<file path="config.mk">
export PLATFORM = sky130hd
export DESIGN_NAME = alu
export DESIGN_NICKNAME = d
export VERILOG_FILES = /design/src/common/cpuCfgPkg.sv /design/src/execute/alu.sv
export SDC_FILE = /design/constraint.sdc
export NUM_CORES = 1
export LEC_CHECK = 0
export ABC_AREA = 1
export BUFFER_PORTS_ARGS = -buffer_cell sky130_fd_sc_hd__buf_2
export CORE_AREA = 2 2 135 98
export DETAILED_ROUTE_END_ITERATION = 6
export DIE_AREA = 0 0 137 100
export GPL_TIMING_DRIVEN = 1
export PLACE_DENSITY_LB_ADDON = 0.12
export SLEW_MARGIN = 15
export SYNTH_ARGS = -nofsm -noshare
export SYNTH_HDL_FRONTEND = slang
export SYNTH_SLANG_ARGS = --single-unit
</file>
<file path="constraint.sdc">
create_clock -name vclk -period 2.8
set_input_delay 0.56 -clock vclk [all_inputs]
set_output_delay 0.56 -clock vclk [all_outputs]
set_load 0.05 [all_outputs]
</file>
<file path="src/common/cpuCfgPkg.sv">
package cpuCfgPkg;

   // datapath word width
   localparam int dataWidth = 32;
   typedef logic [dataWidth-1:0] dataWordT;

   // register file geometry
   localparam int numRegs      = 32;
   localparam int regAddrWidth = $clog2(numRegs);
   typedef logic [regAddrWidth-1:0] regAddrT;

   // register index of a0 (x10)
   localparam int a0Index = 10;

   // instruction memory depth in words
   localparam int imemDepth     = 64;
   localparam int imemAddrWidth = $clog2(imemDepth);
   typedef logic [imemAddrWidth-1:0] imemAddrT;

   // sequential step of the program counter in bytes
   localparam int pcStep = 4;

   // immediate format select of the decoder
   typedef enum logic [1:0] {
      immI = 2'b00,
      immB = 2'b10
   } immSrcT;

   typedef enum logic {
      aluAdd = 1'b0,
      aluSub = 1'b1
   } aluCtrlT;

endpackage

</file>
<file path="src/execute/alu.sv">
module alu
   import cpuCfgPkg::*;
(
   input  dataWordT srcA,
   input  dataWordT srcB,
   input  aluCtrlT  aluCtrl,
   output dataWordT sum,
   output logic     eq
);

   always_comb begin
      case (aluCtrl)
         aluAdd:  sum = srcA + srcB;
         aluSub:  sum = srcA - srcB;
         default: sum = srcA + srcB;
      endcase
   end

   // equality flag feeds the bne decision
   assign eq = (srcA == srcB);

endmodule

</file>
---- Word-level counts from Yosys, hierarchy flattened ----
Index checks and enable logic that the tools add are counted.
word-level totals
  bits in registers ....................... 0
  bits of input ports ..................... 65
  output and inout port bits .............. 33
  word-level logic and storage cells ...... 5
cells by class
  $add $sub $neg .......................... 2
  eq/ne operators ......................... 1
  mux-type cells .......................... 1
  bitwise operators ....................... 1
operator list
  operator          number
  $pmux W32 S2      1
  $add A32 B32 Y32  1
  $eq A32 B32 Y1    1
  $sub A32 B32 Y32  1
  $not A1 Y1        1

---- Depth between registers and ports, before layout ----
  depth in word-level cells ............... 2
  mapped depth ............................ 17
  depth with buffers taken out ............ 16

---- Least setup slack after synthesis ----
OpenSTA, ideal clock, no wires.
  path type ............................... input to output
  start point ............................. in srcA[0]
  end point ............................... out sum[12]
  arrival time ............................ 2,612 ps
  data required time ...................... 2,240 ps
  setup slack ............................. -372 ps
  cell stages on the path ................. 12
  buffers on the path ..................... 0
  path through ............................ inv_1 > ha_1 > fa_1 > inv_1 > nand2_1 > o21ai_0 > nand2_1 > o21ai_0 > nand2_1 > nand2_1 > nor2_1 > xor2_1
on the way
  longest elaborated chain between the ends .. 2
  elaborated cells on any way between the ends .. 3
  classes of those cells .................. 2 x add/sub; 1 x mux
ends and longest elaborated chain
  element                                                      line       source
  start, declared                                              alu.sv:4   input dataWordT srcA,
  $sub A32 B32 Y32 / $add A32 B32 Y32 (equally long branches)  -
  $pmux W32 S2 *                                               alu.sv:12  case (aluCtrl)
  end, declared                                                alu.sv:7   output dataWordT sum,
Every way passes the cells marked *; elsewhere a longest branch is shown, timed or not.

---- Final worst setup path ----
  start point ............................. in srcB[11]
  end point ............................... out sum[29]
on the way
  longest elaborated chain between the ends .. 2
  elaborated cells on any way between the ends .. 3
  classes of those cells .................. 2 x add/sub; 1 x mux
ends and longest elaborated chain
  element                                                      line       source
  start, declared                                              alu.sv:5   input dataWordT srcB,
  $sub A32 B32 Y32 / $add A32 B32 Y32 (equally long branches)  -
  $pmux W32 S2 *                                               alu.sv:12
Marked as above.

==> flow_summary.ini <==
[timing]
min_period_ns = 2.85
rsz0062_at_grt = yes
fin_crit_sh_pct = 102
final_hold_viol_count = 0
fin_tns_setup_ns = -0.281
setup_viol = 12
worst_slack_ns = -0.0465
slew_headroom_pct = 74.9
fmax_mhz = 351
final_max_slew_viol_count = 0
worst_pin_slew_ns = 0.374

[synthesis]
synthTopCellsByArea = nand2_1, inv_1, ha_1, nor2_1, nand3_1
synth_top_area_share_pct = 30.7
syn_inst = 1117
yosysTopAreaCell = nand2_1
synth.yosys.seq_area_share_pct = 0
synthMostInstantiatedCell = nand2_1
post_synth.cell_area_avg_um2 = 4.91
yosys.cell_types.count = 37
synth_area_um2 = 5480
syn-num-nets = 1246
ys_warn_count = 0
synth.top_cells.by_count = nand2_1, inv_1, nor2_1, ha_1, nand3_1

[detailed_routing]
post_drt_wl_per_cell_um = 15.1
drtIter0Drc = 658
vias = 7721
drc = 0
route.final.wire_length_mm = 23.1
first_pass_iters = 5
ant_nets = 0
via_per_inst = 5.05

[setup_path]
cp-end-kind = output pin
startpoint_type = input pin
critPathMostFrequentCell = nand2_2
startpoint = srcB[11]
max_stage_delay_ns = 0.39
worst-setup-path-type = input pin to output pin
crit_fanout = 7
cp_slowest_cell = ha_4
required_ns = 2.24
cp-endpoint = sum[29]
worstPathArrival_ns = 2.29
crit_path_cell_trace = buf_2, inv_1, ha_4, inv_2, nand2_2, inv_2, nand2_2, inv_1, nand2_2, nand3_4, nand2_2, nand3_1, nand2_1, nand2_1, nand2_1, buf_6

[grt]
grt_pass1_vias = 6953
grt_max_degree = 36
grt-ovfl-total = 0
track_usage_pct = 32.3
grt_first_pass_wirelength_mm = 34.8
antenna_found_initial = 0

[cells_and_area]
drive_above_1_share_pct = 43.6
diodes = 0
regArea_um2 = 0
post-route-util_pct = 71.4
final_nets = 1494
n_clock_buffer = 0
seq_cells = 0
fin_area_um2 = 9000
syn_to_final_growth_pct = 64.3

[flow_run]
drv_cap = 0

[placed_design]
place_hpwl_mm = 18.6
placed_area_um2 = 7340
port_buffers = 98
pre_cts_ws_ns = -0.386
gp_congestion = 1.01

[outcome]
status = finished with violations
violations = negative setup slack

[power]
power_density_nw_per_um2 = 274
power_frac_seq_pct = 0
p_int_mw = 0.968
p_comb_share_pct = 100.0
clockPowerShare_pct = 0
switching_power_mw = 1.50
finalPower_mw = 2.47
leakage_nw = 5.00
swShare_pct = 60.8
vdd_drop_max_uv = 204

[die]
die_w_um = 137
start_util_pct = 43.5
row_count = 35
ioPinCount = 98
die_y_um = 100
fp.coreArea_um2 = 12600
die-area_um2 = 13700

[min_path]
holdCritPathClass = input pin to output pin
worstHoldStart = srcB[0]
-- cells in the final DEF (no fill, tap or decap), types with 7 or more instances in the layout --
cell,netlist,final
xor2_1,20,11
nand2_1,448,358
a21oi_2,1,29
nand2_4,1,18
buf_2,6,64
nor2_2,14,47
buf_4,13,170
xor2_2,0,7
o21ai_0,22,11
nand2_2,7,80
nand3_2,4,11
o21bai_1,11,8
nor2_1,91,40
nor2_4,1,19
nand3_1,61,50
a21oi_1,50,17
inv_1,221,200
buf_6,6,30
ha_1,62,27
inv_2,9,27
nand4_1,23,23
and2_1,9,8
buf_8,0,9
ha_4,0,32
nor3_2,4,8
-- worst min-delay path by stage --
stage | to | cells past startpoint
2_1_floorplan | sum[0] | 2
3_3_place_gp | sum[0] | 4
3_5_place_dp | sum[0] | 4
4_1_cts | sum[0] | 4
5_1_grt | sum[0] | 4
6_report | sum[0] | 4
-- kinds of logic (layout without fill, tap and decap cells) --
group                      after synthesis  count (layout)  share of synthesized area [%]
and+or+nand+nor                        678             678                           52.3
AOI/OAI and AO/OA                       95              95                           9.82
xor gates and xnor gates                20              20                           3.20
buffers and inverters                  260             506                           19.8
adders and majority gates               64              64                           14.9
-- power groups by stage --
| stage | Sequential [mW] | Clock (mW) | Combinational, mW |
|---|---|---|---|
| finish | 0 | 0 | 2.47 |
| detailed placement | 0 | 0 | 1.92 |
| CTS | 0 | 0 | 2.20 |
| global placement | 0 | 0 | 1.91 |
| floorplan | 0 | 0 | 1.24 |
| global route | 0 | 0 | 2.64 |
-- layer usage --
metal	vias to the layer above	part of all wire, %	global-route usage [%]
li1	3872	-	-
met1	3496	47	49.1
met2	331	42	48.8
met3	22	10	5.56
met4	0	1.1	3.49
met5	-	0	0
-- what timing repair did --
item,4_1_cts,5_1_grt
pin swaps,43,56
endpoints found under the setup margin,30,30
gates resized for setup,228,205
endpoints found under the hold margin,0,0
hold buffers,0,0
setup buffers,3,6
-- worst max-delay path: cells and delay by family --
kind | cells | cell delay (ns)
and+or+nand+nor | 9 | 0.79
buffers and inverters | 6 | 0.53
adders and majority gates | 1 | 0.39
-- cell type report --
cell class,count,area [µm²]
timing repair buffer,275,2100
fill,1144,3610
multi-input combinational,857,5820
tap,166,208
inverter,231,875
-- stage by stage --
step           std cells  hold slack [ns]
2_1_floorplan       1117             1.43
3_3_place_gp        1522             1.58
3_5_place_dp        1522             1.59
4_1_cts             1524             1.56
5_1_grt             1529             1.59
6_report            1529             1.56
No activity file was read; power rests on OpenSTA's default activity.
