===== src/common/cpuCfgPkg.sv =====
package cpuCfgPkg;

   // datapath word width
   localparam int dataWidth = 32;
   typedef logic [dataWidth-1:0] dataWordT;

   // register file geometry
   localparam int numRegs      = 32;
   localparam int regAddrWidth = $clog2(numRegs);
   typedef logic [regAddrWidth-1:0] regAddrT;

   // register index of a0 (x10)
   localparam int a0Index = 10;

   // instruction memory depth in words
   localparam int imemDepth     = 64;
   localparam int imemAddrWidth = $clog2(imemDepth);
   typedef logic [imemAddrWidth-1:0] imemAddrT;

   // sequential step of the program counter in bytes
   localparam int pcStep = 4;

   // immediate format select of the decoder
   typedef enum logic [1:0] {
      immI = 2'b00,
      immB = 2'b10
   } immSrcT;

   typedef enum logic {
      aluAdd = 1'b0,
      aluSub = 1'b1
   } aluCtrlT;

endpackage


===== src/result/pcUnit.sv =====
module pcUnit
   import cpuCfgPkg::*;
(
   input  logic     clk,
   input  logic     rstN,
   input  logic     run,
   input  logic     pcSrc,
   input  dataWordT imm,
   output dataWordT pc
);

   dataWordT pcPlus4;
   dataWordT pcTarget;
   dataWordT nextPc;

   assign pcPlus4  = pc + dataWordT'(pcStep);
   assign pcTarget = pc + imm;

   // branch target wins when the branch is taken
   assign nextPc = pcSrc ? pcTarget : pcPlus4;

   always_ff @(posedge clk or negedge rstN) begin
      if (!rstN) begin
         pc <= '0;
      end else if (run) begin
         pc <= nextPc;
      end
   end

endmodule


===== config.mk =====
export PLATFORM = sky130hd
export DESIGN_NAME = pcUnit
export DESIGN_NICKNAME = d
export VERILOG_FILES = /design/src/common/cpuCfgPkg.sv /design/src/result/pcUnit.sv
export SDC_FILE = /design/constraint.sdc
export NUM_CORES = 1
export LEC_CHECK = 0
export ABC_AREA = 1
export BUFFER_PORTS_ARGS = -buffer_cell sky130_fd_sc_hd__buf_2
export CAP_MARGIN = 10
export CORE_AREA = 2 2 101 103
export DETAILED_ROUTE_END_ITERATION = 16
export DIE_AREA = 0 0 103 105
export PLACE_DENSITY = 0.7
export REMOVE_ABC_BUFFERS = 1
export SYNTH_ARGS = -nofsm -noshare
export SYNTH_HDL_FRONTEND = slang
export SYNTH_SLANG_ARGS = --single-unit

===== constraint.sdc =====
create_clock -name clk -period 2.5 [get_ports clk]
set_clock_uncertainty 0.15 [all_clocks]
set_input_delay 0.375 -clock clk [delete_from_list [all_inputs] [get_ports clk]]
set_output_delay 0.375 -clock clk [all_outputs]
set_load 0.01 [all_outputs]

Yosys cells after proc, flatten, opt, wreduce, memory -nomap -nowiden
Cells that the tools add are included.
{"block": "totals", "reg_bits": 32, "in_bits": 36, "output_inout_bits": 32}
{"block": "classes", "addsub": 2, "n_mux": 1}
{"cell": "$add 32x3->32 const B", "n": 1}
{"cell": "$add 32x32->32", "n": 1}
{"cell": "$mux 32", "n": 1}

Logic depth before layout (Yosys ltp)
{"block": "depth", "depth_word": 2, "mapped_depth": 15, "ltp_nobuf": 15}

Worst setup path before layout
OpenSTA, ideal clock, no wires.
{"block": "synth_timing", "path_type": "register to register", "from": "reg pc[0]", "to": "reg pc[20]", "setup_ns": 0.077, "arrival_ns": 1.887, "setup_slack_ns": 0.385, "stages_incl_launch_ff": 15, "synth_period_minus_slack_ns": 2.115, "cell_sequence": "dfrtp_1 -> ha_1 -> inv_1 -> fa_1 -> inv_1 -> nand3_1 -> nand3_1 -> nand2_1 -> nand2_1 -> nand2_1 -> nand2_1 -> nand2_1 -> nand3_1 -> nand3_1 -> a21oi_1"}
{"block": "synth_via", "elab_chain_cells": 2}
{"item": "start: declaration", "line": "pcUnit.sv:9", "text": "output dataWordT pc"}
{"item": "start signal: assignment", "line": "pcUnit.sv:26", "text": "pc <= nextPc;"}
{"item": "$add 32x3->32 / $add 32x32->32 (equally long branches)", "line": "pcUnit.sv:16, pcUnit.sv:17"}
{"item": "$mux 32 *", "line": "pcUnit.sv:20", "text": "assign nextPc = pcSrc ? pcTarget : pcPlus4;"}
Mark *: on every way between the ends. The rest lies on a longest branch, timed or not.
A chain may end at the register's enable or synchronous reset.

Final worst setup path
{"block": "layout_timing", "from": "reg pc[15]", "to": "reg pc[31]"}
The elaborated chain is that of the path after synthesis.

==> out/qor.txt <==
outcome = finished clean
layout cells sized above 1 = 14.4%
Crit path arrival time = 2.39 ns
Avg Vias per Cell = 5.21
Max Freq = 424 MHz
CTS Buf Count = 5
Post-CTS Resized = 0
Tot Pwr = 4820 uW
peak supply drop = 0.514 mV
Total Routing Usage GR = 28.8%
ant diodes = 0
CP top delay family = simple AND/OR/NAND/NOR gates
TritonRoute pass-1 iters = 5
First DRT Iteration DRCs = 313
CTS tree = done
Slew Limit Fails = 0
Final ANT Viol Nets = 0
maximum fanout along the worst path = 6
CTS Root Cell = clkbuf_8
Yosys cell types = 35
buffers inserted by post-CTS timing repair = 0
largest net degree at the start of global routing = 40
leak pwr = 0.00296 uW
wire per inst = 14.9 microns
P&R area growth vs syn = 17.8%
DP Area = 0.00510 sq mm
WP data required = 2.53 ns
Warnings, synthesis = 0
Setup violations, final = 0
vias in the first global route = 4839
Chip Width = 103 microns
first-pass GRT wire length = 24.4 mm
total number of vias = 5275
Total Nets Final = 949
gpl congestion = 0.955
most frequent CP cell = nand2_1
measured slew at the worst slew-check pin = 0.810 ns
maximum root-to-sink buffer count = 2
initial antenna violation count = 0
max FFs per register = 32
CP Buf/Inv Count = 0
sequential element share of the synthesized area = 18.1%
syn avg cell area = 5.62 sq um
DP HPWL = 12.2 mm
GR Overflow Total = 0
RSZ-0062 raised after global routing = false
Syn Inst Count = 787
Final period util = 94.4%
maxcap violations = 0
Slowest cell on crit path = dfrtp_1
Power Dens Cells = 925 mW/mm^2
Critical Path Max Stage Delay = 0.50 ns
Worst Setup Start Kind = flip-flop
clock latency on the worst-skew pair = 0.30 ns
DRC viols = 0
Tmin final = 2.36 ns
#FFs+latches synth = 32
Die Y = 105 microns
Slew HR = 46.0%
I/O Buffers = 67
Post-Syn Area = 0.00442 sq mm
Initial Utilization = 45.9%
Core ar. = 0.00964 sq mm
worst setup path class = reg2reg
die area = 0.0108 sq mm
Ports = 68
hold_buf cts = 0
CP Capture Type = flip-flop
Final Hold Vio Count = 0
setup tns final = 0 ns
Rows = 36
Design Area, Final = 0.00521 sq mm
Hold Path Class = in2async
Largest Register = pc
biggest regs = pc: 32 flops
CP Cell Sequence = ha_2, nand2_1, nor2_1, nand2_1, nor3_2, nand2_1, nand3_1, nand3_1, nand3_1, nand2_1
final wirelength = 15.1 mm
most common cell after layout, fill and taps aside = nand2_1
CTS sink cnt = 32
H-tree depth = 2
most frequent cells in the layout = nand2_1, inv_1, nor2_1
Reg clk slew, reported paths = 0.08 ns
## path summary, 6_finish.rpt
| kind | from | end | slack [ns] | cells after the start |
|---|---|---|---|---|
| worst max-delay path | pc[15] | pc[31] | 0.14 | 10 |
| worst min-delay path | rstN | pc[31] | 0.01 | 1 |
| worst max register to register | pc[15] | pc[31] | 0.14 | 10 |
| worst min register to register | pc[0] | pc[0] | 0.40 | 1 |
| max in group asynchronous | rstN | pc[7] | 1.67 | 1 |
| min in group clk | imm[0] | pc[0] | 0.27 | 3 |
## kinds of logic after synthesis
logic type      synth area share, %
buf+inv                        11.3
fa+ha+maj                      9.50
simple gates                   46.3
mux                           0.255
flops                          18.1
compound gates                 11.3
xor+xnor                       3.17
## cell usage after synthesis
cell | instances | share of area [%]
o21ai_0 | 18 | 2.0
nor2_2 | 5 | 0.71
clkinv_1 | 1 | 0.085
nor3_2 | 1 | 0.23
and2_1 | 5 | 0.71
nor2_1 | 79 | 6.7
ha_1 | 32 | 9.1
fa_1 | 1 | 0.45
mux2_2 | 1 | 0.25
a22oi_1 | 6 | 1.0
nand4_1 | 9 | 1.3
o22ai_1 | 1 | 0.14
nor2_4 | 2 | 0.51
nand3b_1 | 10 | 1.7
clkbuf_1 | 7 | 0.59
a31oi_1 | 6 | 0.85
a21oi_1 | 54 | 6.1
nand3_2 | 1 | 0.23
buf_2 | 4 | 0.45
nor3b_1 | 1 | 0.17
or2_2 | 2 | 0.28
xnor2_1 | 5 | 0.99
o21ai_1 | 3 | 0.34
o21bai_1 | 5 | 0.85
nand2_4 | 1 | 0.25
nand2_1 | 283 | 24
nand2b_1 | 1 | 0.14
nand2_2 | 3 | 0.42
nor3_4 | 1 | 0.37
nor3_1 | 15 | 1.7
nand3_1 | 61 | 6.9
inv_2 | 1 | 0.085
dfrtp_1 | 32 | 18
inv_1 | 119 | 10
xor2_1 | 11 | 2.2
## worst register-to-register path: cells and delay by family, from the launching register on
family | cells | cell delay [ns]
flops | 1 | 0.50
simple gates | 9 | 1.16
fa+ha+maj | 1 | 0.44
## per-stage QoR
stage          utilization (%)  std cells  hold WS [ns]  setup WS (ns)
5_1_grt                   54.1       1013        0.0832       0.000133
2_1_floorplan                -        776       -0.0706          0.398
6_report                  54.1       1013        0.0114          0.141
3_3_place_gp              52.9       1006         0.349          0.116
3_5_place_dp              52.9       1006         0.353          0.129
4_1_cts                   53.8       1013        0.0362         0.0644
## per-layer routing
metal	GRT usage [%]	up-vias	share of wire, %
met1	42.8	2351	46
met2	44.0	205	45
met5	0	-	0
met4	7.52	0	1.6
li1	-	2694	-
met3	3.21	25	7.6
## final cells by class
class	count	area [sq um]
Sequential cell	32	801
Tap cell	133	166
Timing Repair Buffer	97	561
Multi-Input combinational cell	623	3150
Fill cell	1070	4430
Clock buffer	6	72.6
Clock inverter	1	5.00
Inverter	121	454
## power by group
| group | switching, uW | internal [uW] |
|---|---|---|
| clock | 216 | 190 |
| sequential | 232 | 703 |
| combinational | 2200 | 1280 |
Note: power is estimated with default switching activity, not from simulation.
