[src/common/cpuCfgPkg.sv]
package cpuCfgPkg;

   // datapath word width
   localparam int dataWidth = 32;
   typedef logic [dataWidth-1:0] dataWordT;

   // register file geometry
   localparam int numRegs      = 32;
   localparam int regAddrWidth = $clog2(numRegs);
   typedef logic [regAddrWidth-1:0] regAddrT;

   // register index of a0 (x10)
   localparam int a0Index = 10;

   // instruction memory depth in words
   localparam int imemDepth     = 64;
   localparam int imemAddrWidth = $clog2(imemDepth);
   typedef logic [imemAddrWidth-1:0] imemAddrT;

   // sequential step of the program counter in bytes
   localparam int pcStep = 4;

   // immediate format select of the decoder
   typedef enum logic [1:0] {
      immI = 2'b00,
      immB = 2'b10
   } immSrcT;

   typedef enum logic {
      aluAdd = 1'b0,
      aluSub = 1'b1
   } aluCtrlT;

endpackage

[src/logic/instrMem.sv]
module instrMem
   import cpuCfgPkg::*;
(
   input  logic     clk,
   input  logic     we,
   input  imemAddrT wAddr,
   input  dataWordT wData,
   input  imemAddrT rAddr,
   output dataWordT rData
);

   dataWordT mem [imemDepth];

   // program load port, contents survive a core reset
   always_ff @(posedge clk) begin
      if (we) begin
         mem[wAddr] <= wData;
      end
   end

   // asynchronous fetch
   assign rData = mem[rAddr];

endmodule

[config.mk]
export PLATFORM = sky130hd
export DESIGN_NAME = instrMem
export DESIGN_NICKNAME = d
export VERILOG_FILES = /design/src/common/cpuCfgPkg.sv /design/src/logic/instrMem.sv
export SDC_FILE = /design/constraint.sdc
export NUM_CORES = 2
export LEC_CHECK = 0
export ABC_CLOCK_PERIOD_IN_PS = 4100
export CAP_MARGIN = 20
export CORE_MARGIN = 8
export CORE_UTILIZATION = 47
export CTS_BUF_LIST = sky130_fd_sc_hd__clkbuf_8
export DETAILED_ROUTE_END_ITERATION = 12
export DONT_BUFFER_PORTS = 1
export PLACE_DENSITY = 0.73
export SETUP_SLACK_MARGIN = 0.2
export SLEW_MARGIN = 20
export SYNTH_ARGS = -nofsm -noshare
export SYNTH_HDL_FRONTEND = slang
export SYNTH_SLANG_ARGS = --single-unit
[constraint.sdc]
create_clock -name clk -period 4.1 [get_ports clk]
set_input_delay 0 -clock clk [delete_from_list [all_inputs] [get_ports clk]]
set_output_delay 0 -clock clk [all_outputs]
set_load 0.02 [all_outputs]
### Word level (Yosys, flattened, before mapping)

Memory sizes are Yosys's and may differ from the RTL's.
Cells that the tools add are included.

| storage, ports and cells | value |
|---|---|
| input bits | 46 |
| memories kept | 1 |
| flip-flop bits (word level) | 0 |
| word-level logic and storage cells | 3 |
| RAM bits | 2048 |

| operators by class | value |
|---|---|
| multiplexer cells | 2 |

Memory list:

| name | words | bits a word | rd ports | clocked after Yosys merged registers in | write ports | RTL line | text |
|---|---|---|---|---|---|---|---|
| mem | 64 | 32 | 1 | 0 | 1 | instrMem.sv:12 | `dataWordT mem [imemDepth];` |

Operators by type and width:

| cell | count |
|---|---|
| $mux 1 | 2 |

### Logic depth before layout (Yosys ltp)

| depth | value |
|---|---|
| depth after elaboration | 2 |
| depth in mapped cells | 10 |
| gate-level depth less buffers | 5 |

### Least setup slack after synthesis

No wires, ideal clock.

| timing path | value |
|---|---|
| path kind | input -> register |
| start point | in wAddr[3] |
| end point | mem mem[48][0] (netlist bit) (enable) |
| arrival | 2.699 ns |
| required time | 3.639 ns |
| setup time | 0.461 ns |
| stages on the path | 4 |
| setup slack | 0.940 ns |
| cells stage by stage | clkbuf_1 > nor2b_1 > nand4b_1 > nor3_1 |

RTL lines:

| what | RTL line | text |
|---|---|---|
| from (decl) | instrMem.sv:6 | `input imemAddrT wAddr,` |
| to (decl) | instrMem.sv:12 |  |

No word-level cell before the write port.

### Worst setup path in the final report

| timing path | value |
|---|---|
| start point | in rAddr[1] |
| end point | out rData[31] |

| on the way | value |
|---|---|
| cells in the longest elaborated chain, start to end | 1 |

Ends and longest elaborated chain:

| what | RTL line | text |
|---|---|---|
| from (decl) | instrMem.sv:8 | `input imemAddrT rAddr,` |
| $mem_v2 64x32 | - |  |
| to (decl) | instrMem.sv:9 | `output dataWordT rData` |

No other way between the ends.

==> summary.txt <==
Status
  – Run status: finished, violations left
  – Failing checks: max-slew violations

GRT
  – First-pass GRT wire length: 266000 um
  – Vias in the first global route: 37941
  – Overflow after GRT: 0
  – Largest net degree at the start of global routing: 514
  – Antenna violations before repair: 3
  – Total GRT Usage: 20.3%

Floorplan
  – Starting Density: 47.3%
  – Cell Rows: 149
  – Die Area: 179000 um2
  – Ports: 78
  – CORE AREA: 165000 um2
  – DIE WIDTH: 423 um
  – Die Ht: 423 um

Placement
  – PortBufs: 0
  – Final GP Congestion: 0.804
  – Area after DPL: 81000 um2
  – Placed cells: 5383
  – Hpwl dp: 99800 um

Layout
  – Regs by FF count: mem (2048)
  – Top reg by flops: mem
  – Finished layout cell area: 88600 um2
  – Syn-to-layout area delta: 13.7%
  – Fraction of layout cells with a size suffix above 1: 28.8%
  – Commonest non-fill, non-tap cells in the layout: 2048 x edfxtp_1, 544 x mux4_2, 331 x clkbuf_8, 98 x inv_1, 93 x mux2i_1
  – # nets final: 3696
  – Fillers: 12016
  – Util after Layout: 53.7%
  – Layout Cells excl Fill: 6064
  – Max reg flops: 2048
  – Commonest non-fill, non-tap cell in the layout: edfxtp_1

Pwr
  – Pwr dens: 458 nW/um2
  – Pleak: 27.7 nW
  – Peak VDD IR: 0.000370 V

Worst setup path
  – Worst EP required: 4.10 ns
  – Arr. time, crit path: 3.75 ns
  – CP endpoint kind: output port
  – Max FO, Critical Path: 174
  – Startpoint types: input pin
  – CP Class: input pin to output port

Timing
  – Final hold vios: 0
  – Min cycle time layout: 3.75 ns
  – RSZ-0062 raised after global routing: no
  – Pins Over Slew Limit: 342
  – Period utilisation layout: 91.5%
  – Worst slew pin tran: 2.21 ns
  – Achievable Freq: 267 MHz
  – Max-slew headroom: -47.1%
  – Final-report setup violation count: 0
  – Final setup TNS: 0 ns

Yosys
  – Yosys cell types: 33
  – Cells after Synth: 3292
  – Post-Syn Area: 77900 um2
  – #FFs+latches synth: 2048
  – Syn nets: 3338
  – Sequential area share after synthesis: 79.0%
  – Syn Area/Cell: 23.7 um2
  – Synth warn: 0

Route
  – Initial DRC count: 4703
  – Wire per inst: 30.4 um
  – DRC errors left: 0
  – DR vias/cell: 6.08
  – Post-DRT Antenna Nets: 0
  – Vias: 36865
  – Drt total wl: 184000 um
  – First-pass detailed-route iteration total: 7

Clocking
  – Reg clk slew, reported paths: 0.06 ns
  – CTS Buf Count: 322
  – Cts-stage hold buffer count: 125
  – Longest Clk Path Bufs: 4
  – H-Tree Depth: 5
  – Root Driver: clkbuf_8
  – Setup bufs post-CTS: 0
  – CTS tree: yes
  – CTS sink count: 2048
  – CTS-repair resized insts: 0

Run
  – # Max-Cap Violations: 0

Min path
  – Hold EP: mem[43][6]
  – Hold depth: 2
  – Worst min path class: input pin to flip-flop
  – Min-Delay Startpoint: wData[6]
==> cell usage after synthesis (all sizes together) <==
| library cell | instances | area (um2) |
|---|---|---|
| clkbuf | 74 | 278 |
| buf | 108 | 608 |
| or2 | 3 | 18.8 |
| a22oi | 12 | 90.1 |
| a31oi | 1 | 6.26 |
| nand3b | 5 | 37.5 |
| o221ai | 27 | 236 |
| nand4 | 2 | 12.5 |
| a311oi | 8 | 70.1 |
| a41o | 4 | 40.0 |
| mux2i | 93 | 931 |
| o32ai | 4 | 35.0 |
| nand2b | 8 | 50.1 |
| nand4b | 1 | 8.76 |
| nand3 | 5 | 25.0 |
| nor2 | 137 | 514 |
| nor3 | 7 | 35.0 |
| or3b | 5 | 43.8 |
| o22ai | 84 | 526 |
| edfxtp | 2048 | 61500 |
| a21oi | 62 | 310 |
| or3 | 3 | 18.8 |
| and2 | 2 | 12.5 |
| mux4 | 544 | 12300 |
| and3 | 4 | 25.0 |
| nor2b | 15 | 93.8 |
| nand2 | 26 | 97.6 |
==> critical path, stage by stage <==
cell and delay (ns):
buf_16 0.47, buf_16 0.75, nand2b_1 0.67, o22ai_1 0.34, nor2_1 0.09, a21oi_1 0.69
nor2_1 0.34
==> layer usage <==
metal / share of wire (%) / track usage [%] / up-vias
met5: 0.0054 / 0 / -
met4: 4.0 / 7.97 / 2
met3: 8.5 / 4.27 / 360
li1: - / - / 14908
met1: 38 / 27.0 / 19628
met2: 50 / 33.1 / 1967
==> how the worst max path moves through the flow <==
| stage | start | end | slack [ns] | cells after the start |
|---|---|---|---|---|
| floorplan | wAddr[3] | mem[48][0] | 0.94 | 4 |
| global placement | rAddr[0] | rData[1] | 1.44 | 5 |
| global route | rAddr[1] | rData[31] | 0.36 | 7 |
| detailed placement | rAddr[0] | rData[10] | 1.47 | 5 |
| CTS | mem[5][27] | rData[27] | 0.69 | 4 |
| finish | rAddr[1] | rData[31] | 0.35 | 7 |
==> through the flow <==
step                      setup slack, ns  power, mW  hold WS (ns)
after global placement               1.44       25.0         0.105
after CTS                           0.695       40.8       0.00322
after floorplan                     0.940       24.9        0.0989
after detailed placement             1.47       25.0         0.105
after global routing                0.361       41.8        0.0507
final                               0.348       40.6        0.0902
==> cell families after synthesis <==
logic type | share of synthesized area [%]
flops | 79.0
simple gates | 1.28
mux | 16.9
compound gates | 1.69
buf+inv | 1.14
==> report_power, final <==
part	total (mW)	switching, mW	internal (mW)
Clock	15.4	7.50	7.88
Sequential	23.2	0.0310	23.2
Combinational	1.98	1.11	0.865
==> final cells by class <==
type                            count  area [um2]  share of cell area (%)
Tap cell                         2189        2740                    3.09
Timing Repair Buffer              216        2750                    3.10
Sequential cell                  2048       61500                    69.4
Clock buffer                      331        4560                    5.14
Antenna cell                        5        12.5                  0.0141
Multi-Input combinational cell   1062       16000                    18.0
Clock inverter                    213        1050                    1.18
(Power assumes the default switching activity.)
